==> config.mk <==
export PLATFORM = sky130hd
export DESIGN_NAME = sfpp_io_top
export DESIGN_NICKNAME = d
export VERILOG_FILES = /design/src/design/sfpp_io_pkg.sv /design/src/design/sfpp_reg_fanout.sv /design/src/design/sfpp_link_monitor.sv /design/src/design/sfpp_port_core.sv /design/src/design/sfpp_rsp_merge.sv /design/src/design/sfpp_io_top.sv
export VERILOG_INCLUDE_DIRS = /design/src /design/src/design
export SDC_FILE = /design/constraint.sdc
export NUM_CORES = 1
export LEC_CHECK = 0
export ABC_AREA = 1
export ABC_CLOCK_PERIOD_IN_PS = 2700
export BUFFER_PORTS_ARGS = -buffer_cell sky130_fd_sc_hd__buf_2
export CORE_MARGIN = 1
export CORE_UTILIZATION = 40
export DETAILED_ROUTE_END_ITERATION = 8
export PLACE_DENSITY_LB_ADDON = 0.05
export SLEW_MARGIN = 10
export SYNTH_ARGS = -nofsm -noshare
export SYNTH_HDL_FRONTEND = slang
export SYNTH_SLANG_ARGS = --single-unit
==> constraint.sdc <==
create_clock -name bus_clk -period 2.7 [get_ports bus_clk]
set_input_delay 0.54 -clock bus_clk [delete_from_list [all_inputs] [get_ports bus_clk]]
set_output_delay 0.54 -clock bus_clk [all_outputs]
set_load 0.01 [all_outputs]
==> src/design/sfpp_io_params.svh <==
/* SFP+ cage management parameters
   Port count, bus widths, register map and link qualifier timing */

`ifndef SFPP_IO_PARAMS_SVH
`define SFPP_IO_PARAMS_SVH

// ----------------------------------------------------------------------
// Bus geometry
// ----------------------------------------------------------------------
`define SFPP_NUM_PORTS   4        // Cages on the bus
`define SFPP_AWIDTH      14       // Byte address width
`define SFPP_DWIDTH      32       // Register data width

// ----------------------------------------------------------------------
// Register map, offsets inside one port window
// ----------------------------------------------------------------------
`define SFPP_REG_MAC     4'h0     // MAC control
`define SFPP_REG_PHY     4'h4     // PHY control and status
`define SFPP_REG_LCNT    4'h8     // Link-up event count
`define SFPP_REG_ID      4'hC     // Port identity

// Port index starts here, 16 byte windows
`define SFPP_PORT_SHIFT  4

// Link qualifier hold time in bus_clk cycles
`define SFPP_LINK_HOLD   16

// Tag in the upper half of PORT_ID
`define SFPP_ID_TAG      16'h5F10

`endif

==> src/design/sfpp_io_pkg.sv <==
/* SFP+ cage management types
   Register select and link state enums, port request/response structs */

`include "sfpp_io_params.svh"

package sfpp_io_pkg;

   // ----------------------------------------------------------------------
   // Enums
   // ----------------------------------------------------------------------

   // One value per register in a port window
   typedef enum logic [1:0] {
      SEL_MAC  = 2'd0,   // MAC control
      SEL_PHY  = 2'd1,   // PHY control/status
      SEL_LCNT = 2'd2,   // Link event counter
      SEL_ID   = 2'd3    // Port identity
   } reg_sel_e;

   // Link qualifier states
   typedef enum logic [1:0] {
      LINK_DOWN = 2'd0,  // No signal or PHY held in reset
      LINK_WAIT = 2'd1,  // Signal present, holding off
      LINK_UP   = 2'd2   // Qualified
   } link_state_e;

   // ----------------------------------------------------------------------
   // Structs
   // ----------------------------------------------------------------------

   // Request routed to one port core
   typedef struct packed {
      logic                    wr;    // Write strobe
      logic                    rd;    // Read strobe
      reg_sel_e                sel;   // Target register
      logic [`SFPP_DWIDTH-1:0] data;  // Write data
   } port_req_t;

   // Read response from one port core
   typedef struct packed {
      logic                    valid; // One cycle pulse
      logic [`SFPP_DWIDTH-1:0] data;
   } port_rsp_t;

   // Cage status in bus_clk
   typedef struct packed {
      logic los;       // Loss of signal, synchronized
      logic fault;     // Transmit fault, synchronized
      logic link_up;   // Qualified link
      logic up_event;  // Pulse on each link-up
   } link_stat_t;

endpackage

==> src/design/sfpp_reg_fanout.sv <==
/* Register request fan-out
   Registers the bus strobes, decodes port and register, routes one request */

`include "sfpp_io_params.svh"

module sfpp_reg_fanout (
   input  logic                       bus_clk,
   input  logic                       bus_rst,
   input  logic                       wr_req_i,
   input  logic [`SFPP_AWIDTH-1:0]    wr_addr_i,
   input  logic [`SFPP_DWIDTH-1:0]    wr_data_i,
   input  logic                       rd_req_i,
   input  logic [`SFPP_AWIDTH-1:0]    rd_addr_i,
   output sfpp_io_pkg::port_req_t     port_req_o [`SFPP_NUM_PORTS]
);
   localparam int AW     = `SFPP_AWIDTH;
   localparam int PSHIFT = `SFPP_PORT_SHIFT;
   localparam int PIDX_W = $clog2(`SFPP_NUM_PORTS);

   // Bus input stage
   logic                       wr_req_q, rd_req_q;
   logic [AW-1:0]              wr_addr_q, rd_addr_q;
   logic [`SFPP_DWIDTH-1:0]    wr_data_q;

   // Decoded request
   logic                       wr_hit, rd_hit;
   sfpp_io_pkg::reg_sel_e      wr_sel, rd_sel;

   // Hit when inside the port range and on a known offset
   function automatic logic addr_decode(input logic [AW-1:0] addr,
                                        output sfpp_io_pkg::reg_sel_e sel);
      logic hit;
      hit = (addr[AW-1:PSHIFT+PIDX_W] == '0);  // Above 0x3F is unmapped
      sel = sfpp_io_pkg::SEL_MAC;
      case (addr[PSHIFT-1:0])
         `SFPP_REG_MAC:  sel = sfpp_io_pkg::SEL_MAC;
         `SFPP_REG_PHY:  sel = sfpp_io_pkg::SEL_PHY;
         `SFPP_REG_LCNT: sel = sfpp_io_pkg::SEL_LCNT;
         `SFPP_REG_ID:   sel = sfpp_io_pkg::SEL_ID;
         default:        hit = 1'b0;            // Misaligned offset
      endcase
      return hit;
   endfunction

   always_ff @(posedge bus_clk) begin
      wr_addr_q <= wr_addr_i;
      wr_data_q <= wr_data_i;
      rd_addr_q <= rd_addr_i;
      if (bus_rst) begin
         wr_req_q <= 1'b0;
         rd_req_q <= 1'b0;
      end else begin
         wr_req_q <= wr_req_i;
         rd_req_q <= rd_req_i;
      end
   end

   always_comb begin
      wr_hit = wr_req_q & addr_decode(wr_addr_q, wr_sel);
      rd_hit = rd_req_q & addr_decode(rd_addr_q, rd_sel);
   end

   // ----------------------------------------------------------------------
   // Per-port request register
   // ----------------------------------------------------------------------
   always_ff @(posedge bus_clk) begin
      for (int p = 0; p < `SFPP_NUM_PORTS; p++) begin
         // Write select wins when both land on this port
         if (wr_hit && wr_addr_q[PSHIFT +: PIDX_W] == PIDX_W'(p))
            port_req_o[p].sel <= wr_sel;
         else
            port_req_o[p].sel <= rd_sel;
         port_req_o[p].data <= wr_data_q;
         if (bus_rst) begin
            port_req_o[p].wr <= 1'b0;
            port_req_o[p].rd <= 1'b0;
         end else begin
            port_req_o[p].wr <= wr_hit && (wr_addr_q[PSHIFT +: PIDX_W] == PIDX_W'(p));
            port_req_o[p].rd <= rd_hit && (rd_addr_q[PSHIFT +: PIDX_W] == PIDX_W'(p));
         end
      end
   end

endmodule

==> src/design/sfpp_link_monitor.sv <==
/* SFP+ cage link monitor
   Synchronizes LOS and TX fault pins, qualifies link-up with a hold timer */

`include "sfpp_io_params.svh"

module sfpp_link_monitor (
   input  logic                     bus_clk,
   input  logic                     bus_rst,
   input  logic                     phy_rst_i,    // PHY held in reset
   input  logic                     rxlos_i,      // Cage pin, async
   input  logic                     tx_fault_i,   // Cage pin, async
   output sfpp_io_pkg::link_stat_t  stat_o
);
   localparam int HOLD  = `SFPP_LINK_HOLD;
   localparam int CNT_W = $clog2(`SFPP_LINK_HOLD + 1);

   // ----------------------------------------------------------------------
   // Pin synchronizers
   // ----------------------------------------------------------------------
   logic [1:0] los_sync;    // [1] is the stable stage
   logic [1:0] fault_sync;

   always_ff @(posedge bus_clk) begin
      if (bus_rst) begin
         los_sync   <= 2'b11;   // Treat as no signal until sampled
         fault_sync <= 2'b00;
      end else begin
         los_sync   <= {los_sync[0], rxlos_i};
         fault_sync <= {fault_sync[0], tx_fault_i};
      end
   end

   // ----------------------------------------------------------------------
   // Link qualifier FSM
   // ----------------------------------------------------------------------
   sfpp_io_pkg::link_state_e state;
   logic [CNT_W-1:0]         hold_cnt;
   logic                     up_event;
   logic                     sig_ok;

   // Signal present and PHY out of reset
   assign sig_ok = ~los_sync[1] & ~phy_rst_i;

   always_ff @(posedge bus_clk) begin
      if (bus_rst) begin
         state    <= sfpp_io_pkg::LINK_DOWN;
         hold_cnt <= '0;
         up_event <= 1'b0;
      end else begin
         up_event <= 1'b0;
         if (!sig_ok) begin
            state    <= sfpp_io_pkg::LINK_DOWN;  // Drop from any state
            hold_cnt <= '0;
         end else begin
            case (state)
               sfpp_io_pkg::LINK_DOWN: begin
                  state    <= sfpp_io_pkg::LINK_WAIT;
                  hold_cnt <= CNT_W'(1);   // First cycle of hold
               end
               sfpp_io_pkg::LINK_WAIT: begin
                  if (hold_cnt == CNT_W'(HOLD - 1)) begin
                     state    <= sfpp_io_pkg::LINK_UP;
                     up_event <= 1'b1;     // Entry pulse
                  end else begin
                     hold_cnt <= hold_cnt + 1'b1;
                  end
               end
               sfpp_io_pkg::LINK_UP: ;     // Stay while signal holds
               default: state <= sfpp_io_pkg::LINK_DOWN;
            endcase
         end
      end
   end

   // Status out
   assign stat_o.los      = los_sync[1];
   assign stat_o.fault    = fault_sync[1];
   assign stat_o.link_up  = (state == sfpp_io_pkg::LINK_UP);
   assign stat_o.up_event = up_event;

endmodule

==> src/design/sfpp_port_core.sv <==
/* SFP+ port core
   MAC/PHY control, sticky fault flags, link-up counter and register readback */

`include "sfpp_io_params.svh"

module sfpp_port_core #(
   parameter int PORT_NUM = 0       // Port index reported in PORT_ID
)(
   input  logic                     bus_clk,
   input  logic                     bus_rst,
   input  sfpp_io_pkg::port_req_t   req_i,
   input  sfpp_io_pkg::link_stat_t  stat_i,
   output logic                     phy_rst_o,
   output logic                     tx_disable_o,
   output sfpp_io_pkg::port_rsp_t   rsp_o
);
   localparam int         DW      = `SFPP_DWIDTH;
   localparam logic [7:0] PORT_ID = 8'(PORT_NUM);

   // ----------------------------------------------------------------------
   // Control registers
   // ----------------------------------------------------------------------
   logic [DW-1:0] mac_ctrl;     // [0] tx enable, [1] forced disable
   logic          phy_rst;      // PHY control bit 0
   logic          los_seen;     // Sticky, PHY bit 8
   logic          fault_seen;   // Sticky, PHY bit 9
   logic [15:0]   link_cnt;     // Link-up events
   logic          wr_mac, wr_phy;

   assign wr_mac = req_i.wr && (req_i.sel == sfpp_io_pkg::SEL_MAC);
   assign wr_phy = req_i.wr && (req_i.sel == sfpp_io_pkg::SEL_PHY);

   always_ff @(posedge bus_clk) begin
      if (bus_rst) begin
         mac_ctrl <= DW'(1);       // Transmit enabled out of reset
         phy_rst  <= 1'b0;
      end else begin
         if (wr_mac)
            mac_ctrl <= req_i.data;
         if (wr_phy)
            phy_rst  <= req_i.data[0];
      end
   end

   // Sticky flags, set beats write-one-to-clear
   always_ff @(posedge bus_clk) begin
      if (bus_rst) begin
         los_seen   <= 1'b0;
         fault_seen <= 1'b0;
      end else begin
         los_seen   <= stat_i.los   | (los_seen   & ~(wr_phy & req_i.data[8]));
         fault_seen <= stat_i.fault | (fault_seen & ~(wr_phy & req_i.data[9]));
      end
   end

   // Link-up event counter, wraps
   always_ff @(posedge bus_clk) begin
      if (bus_rst)
         link_cnt <= '0;
      else if (stat_i.up_event)
         link_cnt <= link_cnt + 1'b1;
   end

   // ----------------------------------------------------------------------
   // Cage control
   // ----------------------------------------------------------------------
   assign phy_rst_o    = phy_rst;
   assign tx_disable_o = ~mac_ctrl[0]     // Transmit not enabled
                       | mac_ctrl[1]      // Forced off
                       | phy_rst
                       | stat_i.fault;    // Module reports fault

   // ----------------------------------------------------------------------
   // Readback
   // ----------------------------------------------------------------------
   logic [DW-1:0] phy_status;
   logic [DW-1:0] rd_mux;

   assign phy_status = {22'h0,
                        fault_seen,       // [9]
                        los_seen,         // [8]
                        3'b000,
                        phy_rst,          // [4]
                        1'b0,
                        stat_i.fault,     // [2]
                        stat_i.los,       // [1]
                        stat_i.link_up};  // [0]

   always_comb begin
      case (req_i.sel)
         sfpp_io_pkg::SEL_MAC:  rd_mux = mac_ctrl;
         sfpp_io_pkg::SEL_PHY:  rd_mux = phy_status;
         sfpp_io_pkg::SEL_LCNT: rd_mux = {16'h0, link_cnt};
         sfpp_io_pkg::SEL_ID:   rd_mux = {`SFPP_ID_TAG, 8'h00, PORT_ID};
         default:               rd_mux = '0;
      endcase
   end

   // One cycle response per read strobe
   always_ff @(posedge bus_clk) begin
      rsp_o.data <= rd_mux;
      if (bus_rst)
         rsp_o.valid <= 1'b0;
      else
         rsp_o.valid <= req_i.rd;
   end

endmodule

==> src/design/sfpp_rsp_merge.sv <==
/* Read response merge
   Folds the one-hot port responses into the registered bus read response */

`include "sfpp_io_params.svh"

module sfpp_rsp_merge (
   input  logic                      bus_clk,
   input  logic                      bus_rst,
   input  sfpp_io_pkg::port_rsp_t    rsp_i [`SFPP_NUM_PORTS],
   output logic                      rd_resp_o,
   output logic [`SFPP_DWIDTH-1:0]   rd_data_o
);
   localparam int DW = `SFPP_DWIDTH;

   logic          any_valid;   // At most one port responds
   logic [DW-1:0] merged;

   // ----------------------------------------------------------------------
   // One-hot OR mux
   // ----------------------------------------------------------------------
   always_comb begin
      any_valid = 1'b0;
      merged    = '0;
      for (int p = 0; p < `SFPP_NUM_PORTS; p++) begin
         any_valid = any_valid | rsp_i[p].valid;
         merged    = merged | (rsp_i[p].data & {DW{rsp_i[p].valid}});
      end
   end

   // Bus response register
   always_ff @(posedge bus_clk) begin
      rd_data_o <= merged;   // Held until next response
      if (bus_rst)
         rd_resp_o <= 1'b0;
      else
         rd_resp_o <= any_valid;
   end

endmodule

==> src/design/sfpp_io_top.sv <==
/* Four-port SFP+ cage management top
   Register fan-out, per-port link monitor and port core, response merge */

`include "sfpp_io_params.svh"

module sfpp_io_top (
   input  logic                         bus_clk,
   input  logic                         bus_rst,
   // Register bus
   input  logic                         reg_wr_req_i,
   input  logic [`SFPP_AWIDTH-1:0]      reg_wr_addr_i,
   input  logic [`SFPP_DWIDTH-1:0]      reg_wr_data_i,
   input  logic                         reg_rd_req_i,
   input  logic [`SFPP_AWIDTH-1:0]      reg_rd_addr_i,
   output logic                         reg_rd_resp_o,
   output logic [`SFPP_DWIDTH-1:0]      reg_rd_data_o,
   // Cage low-speed pins
   input  logic [`SFPP_NUM_PORTS-1:0]   sfpp_rxlos_i,
   input  logic [`SFPP_NUM_PORTS-1:0]   sfpp_tx_fault_i,
   output logic [`SFPP_NUM_PORTS-1:0]   sfpp_tx_disable_o
);

   sfpp_io_pkg::port_req_t port_req [`SFPP_NUM_PORTS];
   sfpp_io_pkg::port_rsp_t port_rsp [`SFPP_NUM_PORTS];

   // ----------------------------------------------------------------------
   // Request decode
   // ----------------------------------------------------------------------
   sfpp_reg_fanout i_sfpp_reg_fanout (
      .bus_clk    (bus_clk),
      .bus_rst    (bus_rst),
      .wr_req_i   (reg_wr_req_i),
      .wr_addr_i  (reg_wr_addr_i),
      .wr_data_i  (reg_wr_data_i),
      .rd_req_i   (reg_rd_req_i),
      .rd_addr_i  (reg_rd_addr_i),
      .port_req_o (port_req)
   );

   // ----------------------------------------------------------------------
   // Per-cage logic
   // ----------------------------------------------------------------------
   for (genvar g = 0; g < `SFPP_NUM_PORTS; g++) begin : g_port
      sfpp_io_pkg::link_stat_t link_stat;
      logic                    phy_rst;    // Core to monitor

      sfpp_link_monitor i_sfpp_link_monitor (
         .bus_clk    (bus_clk),
         .bus_rst    (bus_rst),
         .phy_rst_i  (phy_rst),
         .rxlos_i    (sfpp_rxlos_i[g]),
         .tx_fault_i (sfpp_tx_fault_i[g]),
         .stat_o     (link_stat)
      );

      sfpp_port_core #(.PORT_NUM(g)) i_sfpp_port_core (
         .bus_clk      (bus_clk),
         .bus_rst      (bus_rst),
         .req_i        (port_req[g]),
         .stat_i       (link_stat),
         .phy_rst_o    (phy_rst),
         .tx_disable_o (sfpp_tx_disable_o[g]),
         .rsp_o        (port_rsp[g])
      );
   end

   // Read response back to the bus
   sfpp_rsp_merge i_sfpp_rsp_merge (
      .bus_clk   (bus_clk),
      .bus_rst   (bus_rst),
      .rsp_i     (port_rsp),
      .rd_resp_o (reg_rd_resp_o),
      .rd_data_o (reg_rd_data_o)
   );

endmodule

* Yosys cells after proc, flatten, opt, wreduce, memory -nomap -nowiden
Cells that the tools add are included.
Operators by class: add/sub/neg operators 8, equal/unequal tests 44, muxes and demuxes 32, bitwise gates (word level) 84, reduce and logical (&&, ||, !) cells 52
Operator list (count):
- 32-bit one-hot mux with 4 select lines | 4
- 32-bit AND | 4
- 32-bit OR | 3
- 16-bit by 1-bit adder with 16-bit output (second input constant) | 4
- 5-bit one-hot mux with 2 select lines | 4
- 2-bit one-hot mux with 3 select lines | 6
- 2-bit equality test (second input constant) | 16
- 1-bit NOT | 32
- 1-bit OR | 23
- 1-bit AND | 22
- 5-bit by 1-bit adder with 5-bit output (second input constant) | 4
- 2-bit by 1-bit equality test with 1-bit output (second input constant) | 10
- 5-bit by 4-bit equality test with 1-bit output (second input constant) | 4
- 2-bit logical NOT | 10
- 5-bit 2-to-1 mux | 4
- 4-bit equality test (second input constant) | 4
- 1-bit logical AND | 16
- 8-bit logical NOT | 2
- 2-bit 2-to-1 mux | 8
- 2-bit AND reduction | 8
- 3-bit OR reduction | 4
- 4-bit by 3-bit equality test with 1-bit output (second input constant) | 2
- 4-bit logical NOT | 2
- 2-bit by 1-bit != test with 1-bit output (second input constant) | 4
- 5 further kinds | 20
Word-level totals: flip-flop bits (word level) 527, input bits 72, logic and storage cells 288

* Logic depth before layout (Yosys ltp)
depth in word-level cells 6, depth in mapped cells 10

* Hierarchy
A second synthesis with hierarchy kept.
Second synthesis, totals: cells, all modules 2418, area, all modules 19558.8 um2
Modules (own cells, without submodules):
- sfpp_reg_fanout | instances 1, cells each 287, area an instance 3318.2 um2
- sfpp_port_core at g_port[3].i_sfpp_port_core | instances 1, cells each 388, area an instance 3080.5 um2
- sfpp_port_core at g_port[1].i_sfpp_port_core | instances 1, cells each 380, area an instance 3037.9 um2
- sfpp_port_core at g_port[0].i_sfpp_port_core | instances 1, cells each 378, area an instance 3036.7 um2
- sfpp_port_core at g_port[2].i_sfpp_port_core | instances 1, cells each 381, area an instance 3009.1 um2
- sfpp_link_monitor | instances 4, cells each 66, area an instance 510.5 um2
- sfpp_rsp_merge | instances 1, cells each 340, area an instance 2034.5 um2

* Worst setup path after synthesis
OpenSTA, ideal clock, no wires.
path type reg2reg, from register g_port[2].i_sfpp_link_monitor.hold_cnt[1], to register g_port[2].i_sfpp_link_monitor.hold_cnt[2], setup time 86 ps, arrival 1333 ps, slack 1281 ps, stages on the path, launching flop included 9, buffers on the path 0, clock period less this slack 1419 ps, cell sequence dfxtp_1 > ha_1 > nand2_1 > nor2_1 > ha_1 > inv_1 > o21ai_1 > nand2_1 > a211oi_1
Between the ends: longest elaborated chain between the ends 3, elaborated cells between the ends (all ways) 6
Ends and longest elaborated chain:
- from (decl) | RTL line sfpp_link_monitor.sv:37 | logic [CNT_W-1:0] hold_cnt;
- from (signal assigned) | RTL line sfpp_link_monitor.sv:65 | hold_cnt <= hold_cnt + 1'b1;
- 5-bit by 1-bit adder with 5-bit output / 5-bit by 4-bit equality test with 1-bit output (equally long branches) | RTL line sfpp_link_monitor.sv:65, sfpp_link_monitor.sv:61
- 5-bit 2-to-1 mux / 2-bit != test (equally long branches)
- 5-bit one-hot mux with 2 select lines / 2-bit AND reduction (equally long branches)
Several ways; a longest one is shown, not always the timed one. The select of a mux whose other input is x is not followed. A chain may end at the register's enable or synchronous reset.

* Worst setup path after layout
from register g_port[3].i_sfpp_port_core.phy_rst, to output sfpp_tx_disable_o[3]
Between the ends: longest elaborated chain between the ends 2
Ends and longest elaborated chain:
- from (decl) | RTL line sfpp_port_core.sv:24 | logic phy_rst;
- from (signal assigned) | RTL line sfpp_port_core.sv:41 | phy_rst <= req_i.data[0];
- 1-bit OR | RTL line sfpp_port_core.sv:70 | | phy_rst
- 1-bit OR | RTL line sfpp_port_core.sv:71 | | stat_i.fault;
- to (decl) | RTL line sfpp_io_top.sv:20 | output logic [`SFPP_NUM_PORTS-1:0] sfpp_tx_disable_o
No other way between the ends.

==> impl_metrics.toml <==
[timing]
rsz0062_at_grt = "no"
setup_violations = 0
worst_pin_slew_ns = 0.8321
timing.setup.tns_ns = 0
fin_crit_sh = 0.7265
hold_viol_final = 0
fmax_ghz = 0.5098
min_period_ns = 1.962
slew_headroom = 0.4445
final_max_slew_viol_count = 0
fin_skew_ns = 0.02020

[grt]
grt_pass1_wl_mm = 72.92
grt.overflow.total = 0
grt_antenna_before_repair = 2
grt_use_total = 0.2108
first_global_vias = 13064
grt_max_degree = 86

[placed_design]
dpl.hpwl_mm = 32.38
port_buffers = 108
dp.cells = 2775
place_congestion = 0.8599

[logic_synthesis]
yosys.area_share.adder = 0.008458
syn_area_per_cell_sq_um = 8.284
synth-xor-area-share = 0.0009867
synth_top_family_by_area = "simple AND/OR/NAND/NOR gates"
ys_ff_latch = 527
synthMuxAreaShare = 0
synth.largest_area_cell = "dfxtp_1"
synthTopCellsByArea = "dfxtp_1, nand2_1, nor2_1"
syn_area_sq_um = 17750
synth_compound_area_frac = 0.1080
seq_area_frac_synth = 0.5943
yosysWarnings = 0
yosysTopAreaCellShare = 0.5943
synth_cells = 2143
synth.distinct_cells = 39
synthSimpleGateAreaFrac = 0.2242
syn_nets = 2227

[clocking]
cts.reportedPaths.clkPinSlew_ns = 0.06
htree_levels = 2
cts_buffers = 56
cts.sinks = 527
cts_resized = 0
cts_max_path_buffers = 3
cts_tree = "yes"
cts-root-buf = "clkbuf_16"
post-cts-setup-buffers = 0
postCtsHoldBufs = 0
clkLatencyLatePin_ns = 0.61

[hold_path]
hp-class = "primary input to flop"

[worst_setup_path]
arrival_ns = 1.42
crit_type = "flop to output port"
worst_setup_path_start_kind = "flop"
crit_required_ns = 2.16
end_kind = "output port"
path_cells = "inv_1 > nand3_1 > buf_2"
cp_max_fo = 4
slowest_stage = "dfxtp_1"
crit_path_max_incr_delay_ns = 0.29

[route]
routedWlPerCell_um = 16.13
wl_mm = 46.42
firstDrtPassIters = 5
drc = 0
drtAntennaViolNets = 0
drt_iter0_drc = 930
vias = 13714
routed_via_density = 4.767

[layout]
layoutNonFillerInstCount = 2877
nets = 2332
utilization = 0.4767
diodes = 0
fillers = 4321
drive_gt1_frac = 0.1139
area_growth_pct = 16.70

[floorplanning]
die_area_sq_um = 45230
die-width_um = 212.7
fp.dieH_um = 212.7
start_util = 0.4085
design.core.area_sq_um = 43460
rows = 76
io_pins = 109

[flow_run]
drv_cap = 0

[run_status]
status = "finished clean"

[pwr]
ir_drop_mv = 0.5175
power_density_nw_per_um2 = 775.0
cellLeakagePower_uw = 0.008417
==> registers in the layout (all words and copies together), names as in the netlist, 14 cells and up <==
name,flops
i_sfpp_reg_fanout.wr_data_q,32
i_sfpp_reg_fanout.wr_addr_q,14
g_port.i_sfpp_port_core.link_cnt,64
i_sfpp_reg_fanout.port_req_o,48
g_port.i_sfpp_port_core.rsp_o,132
i_sfpp_rsp_merge.rd_data_o,32
i_sfpp_reg_fanout.rd_addr_q,14
g_port.i_sfpp_link_monitor.hold_cnt,20
g_port.i_sfpp_port_core.mac_ctrl,128
==> critical path, delay by kind of cell, from the launching register on <==
family / cells / cell delay, ns
DFF: 1 / 0.29
and+or+nand+nor: 1 / 0.18
buffers and inverters: 2 / 0.35
==> placed cells by master, fill, tap and decap left out, types with 5 or more instances in the layout <==
cell       Yosys  layout
dfxtp_1      527     527
nand2_1      453     453
nor2_1       339     339
o21ai_0      194     194
inv_1        194     193
a21oi_1      123     123
buf_2         22     108
clkbuf_16      0      58
nand4_1       57      57
nand3_1       50      50
buf_4          9      22
nor3_1        17      17
clkbuf_8       0      17
clkbuf_1      49      14
a211oi_1      13      13
or2_2         13      13
o211ai_1      12      12
ha_1          12      12
nor2_2         9       9
clkinv_2       0       9
nand2_2        7       7
a22o_1         6       6
nor2_4         5       5
==> cell families after synthesis <==
| group | Yosys count |
|---|---|
| xor+xnor | 2 |
| buf+inv | 284 |
| simple gates | 958 |
| fa+ha+maj | 12 |
| flops | 527 |
| compound gates | 360 |
==> area by class of cell <==
class                   instances  area (sq um)  share of cell area
clock buffers                  89          1738             0.08389
clock inverters                13         151.4            0.007308
inverters                     200         753.2             0.03636
multi-input cells            1332          6066              0.2928
flip-flops and latches        527         10550              0.5093
well taps                     585         732.0             0.03533
repair buffers                131         725.7             0.03503
==> Yosys cell counts <==
library cell	instances
nor2_4	5
nor2_1	339
nor3_1	17
o21a_1	1
nor4_1	1
and3_1	2
and2_1	1
nor2_2	9
o211ai_1	12
nand3b_1	1
o21ai_0	194
or2_2	13
xor2_1	2
buf_1	2
a211oi_1	13
o22ai_1	2
o221ai_1	2
nand2_1	453
nor3_4	2
dfxtp_1	527
clkinv_1	3
o21bai_1	2
a221oi_1	1
o221ai_2	1
buf_6	1
ha_1	12
clkbuf_1	49
nor3b_2	1
nand4_1	57
o21ai_1	3
buf_4	9
nand2_2	7
buf_2	22
a21oi_1	123
inv_2	3
a22o_1	6
inv_1	194
clkbuf_2	1
nand3_1	50
==> worst paths after layout <==
check / from / depth (start not counted) / to / slack, ns
setup / recovery: g_port[3].i_sfpp_port_core.phy_rst_o / 3 / sfpp_tx_disable_o[3] / 0.74
hold / removal: reg_wr_data_i[8] / 1 / i_sfpp_reg_fanout.wr_data_q[8] / 0.03
setup reg to reg: g_port[2].i_sfpp_link_monitor.hold_cnt[1] / 8 / g_port[2].i_sfpp_link_monitor.hold_cnt[2] / 1.08
hold reg to reg: i_sfpp_reg_fanout.wr_data_q[9] / 0 / i_sfpp_reg_fanout.port_req_o[117] / 0.32
==> routing by layer <==
metal	track usage	share of wire	up-vias
met5	0	0	-
met2	0.3410	0.45	279
li1	-	-	7045
met4	0.06971	0.025	0
met3	0.02927	0.048	80
met1	0.2890	0.48	6310
==> metrics by stage <==
stage / cell area (sq um) / total power [uW] / hold WS [ns] / worst slack, ns
after CTS: 20720 / 16240 / 0.002347 / 0.7257
after global placement: 18830 / 8495 / 0.3114 / 0.9805
after floorplan: 17750 / 8311 / 0.3096 / 1.281
final: 20720 / 16050 / 0.02942 / 0.7383
after detailed placement: 18830 / 8499 / 0.3128 / 0.9186
after global routing: 20720 / 16630 / 0.01247 / 0.6772
==> power breakdown <==
group	internal, uW	switching, uW
sequential	7890	86.7
combinational	111	234
clock	4670	3060
total	12700	3380
No activity file was read; power rests on OpenSTA's default activity.
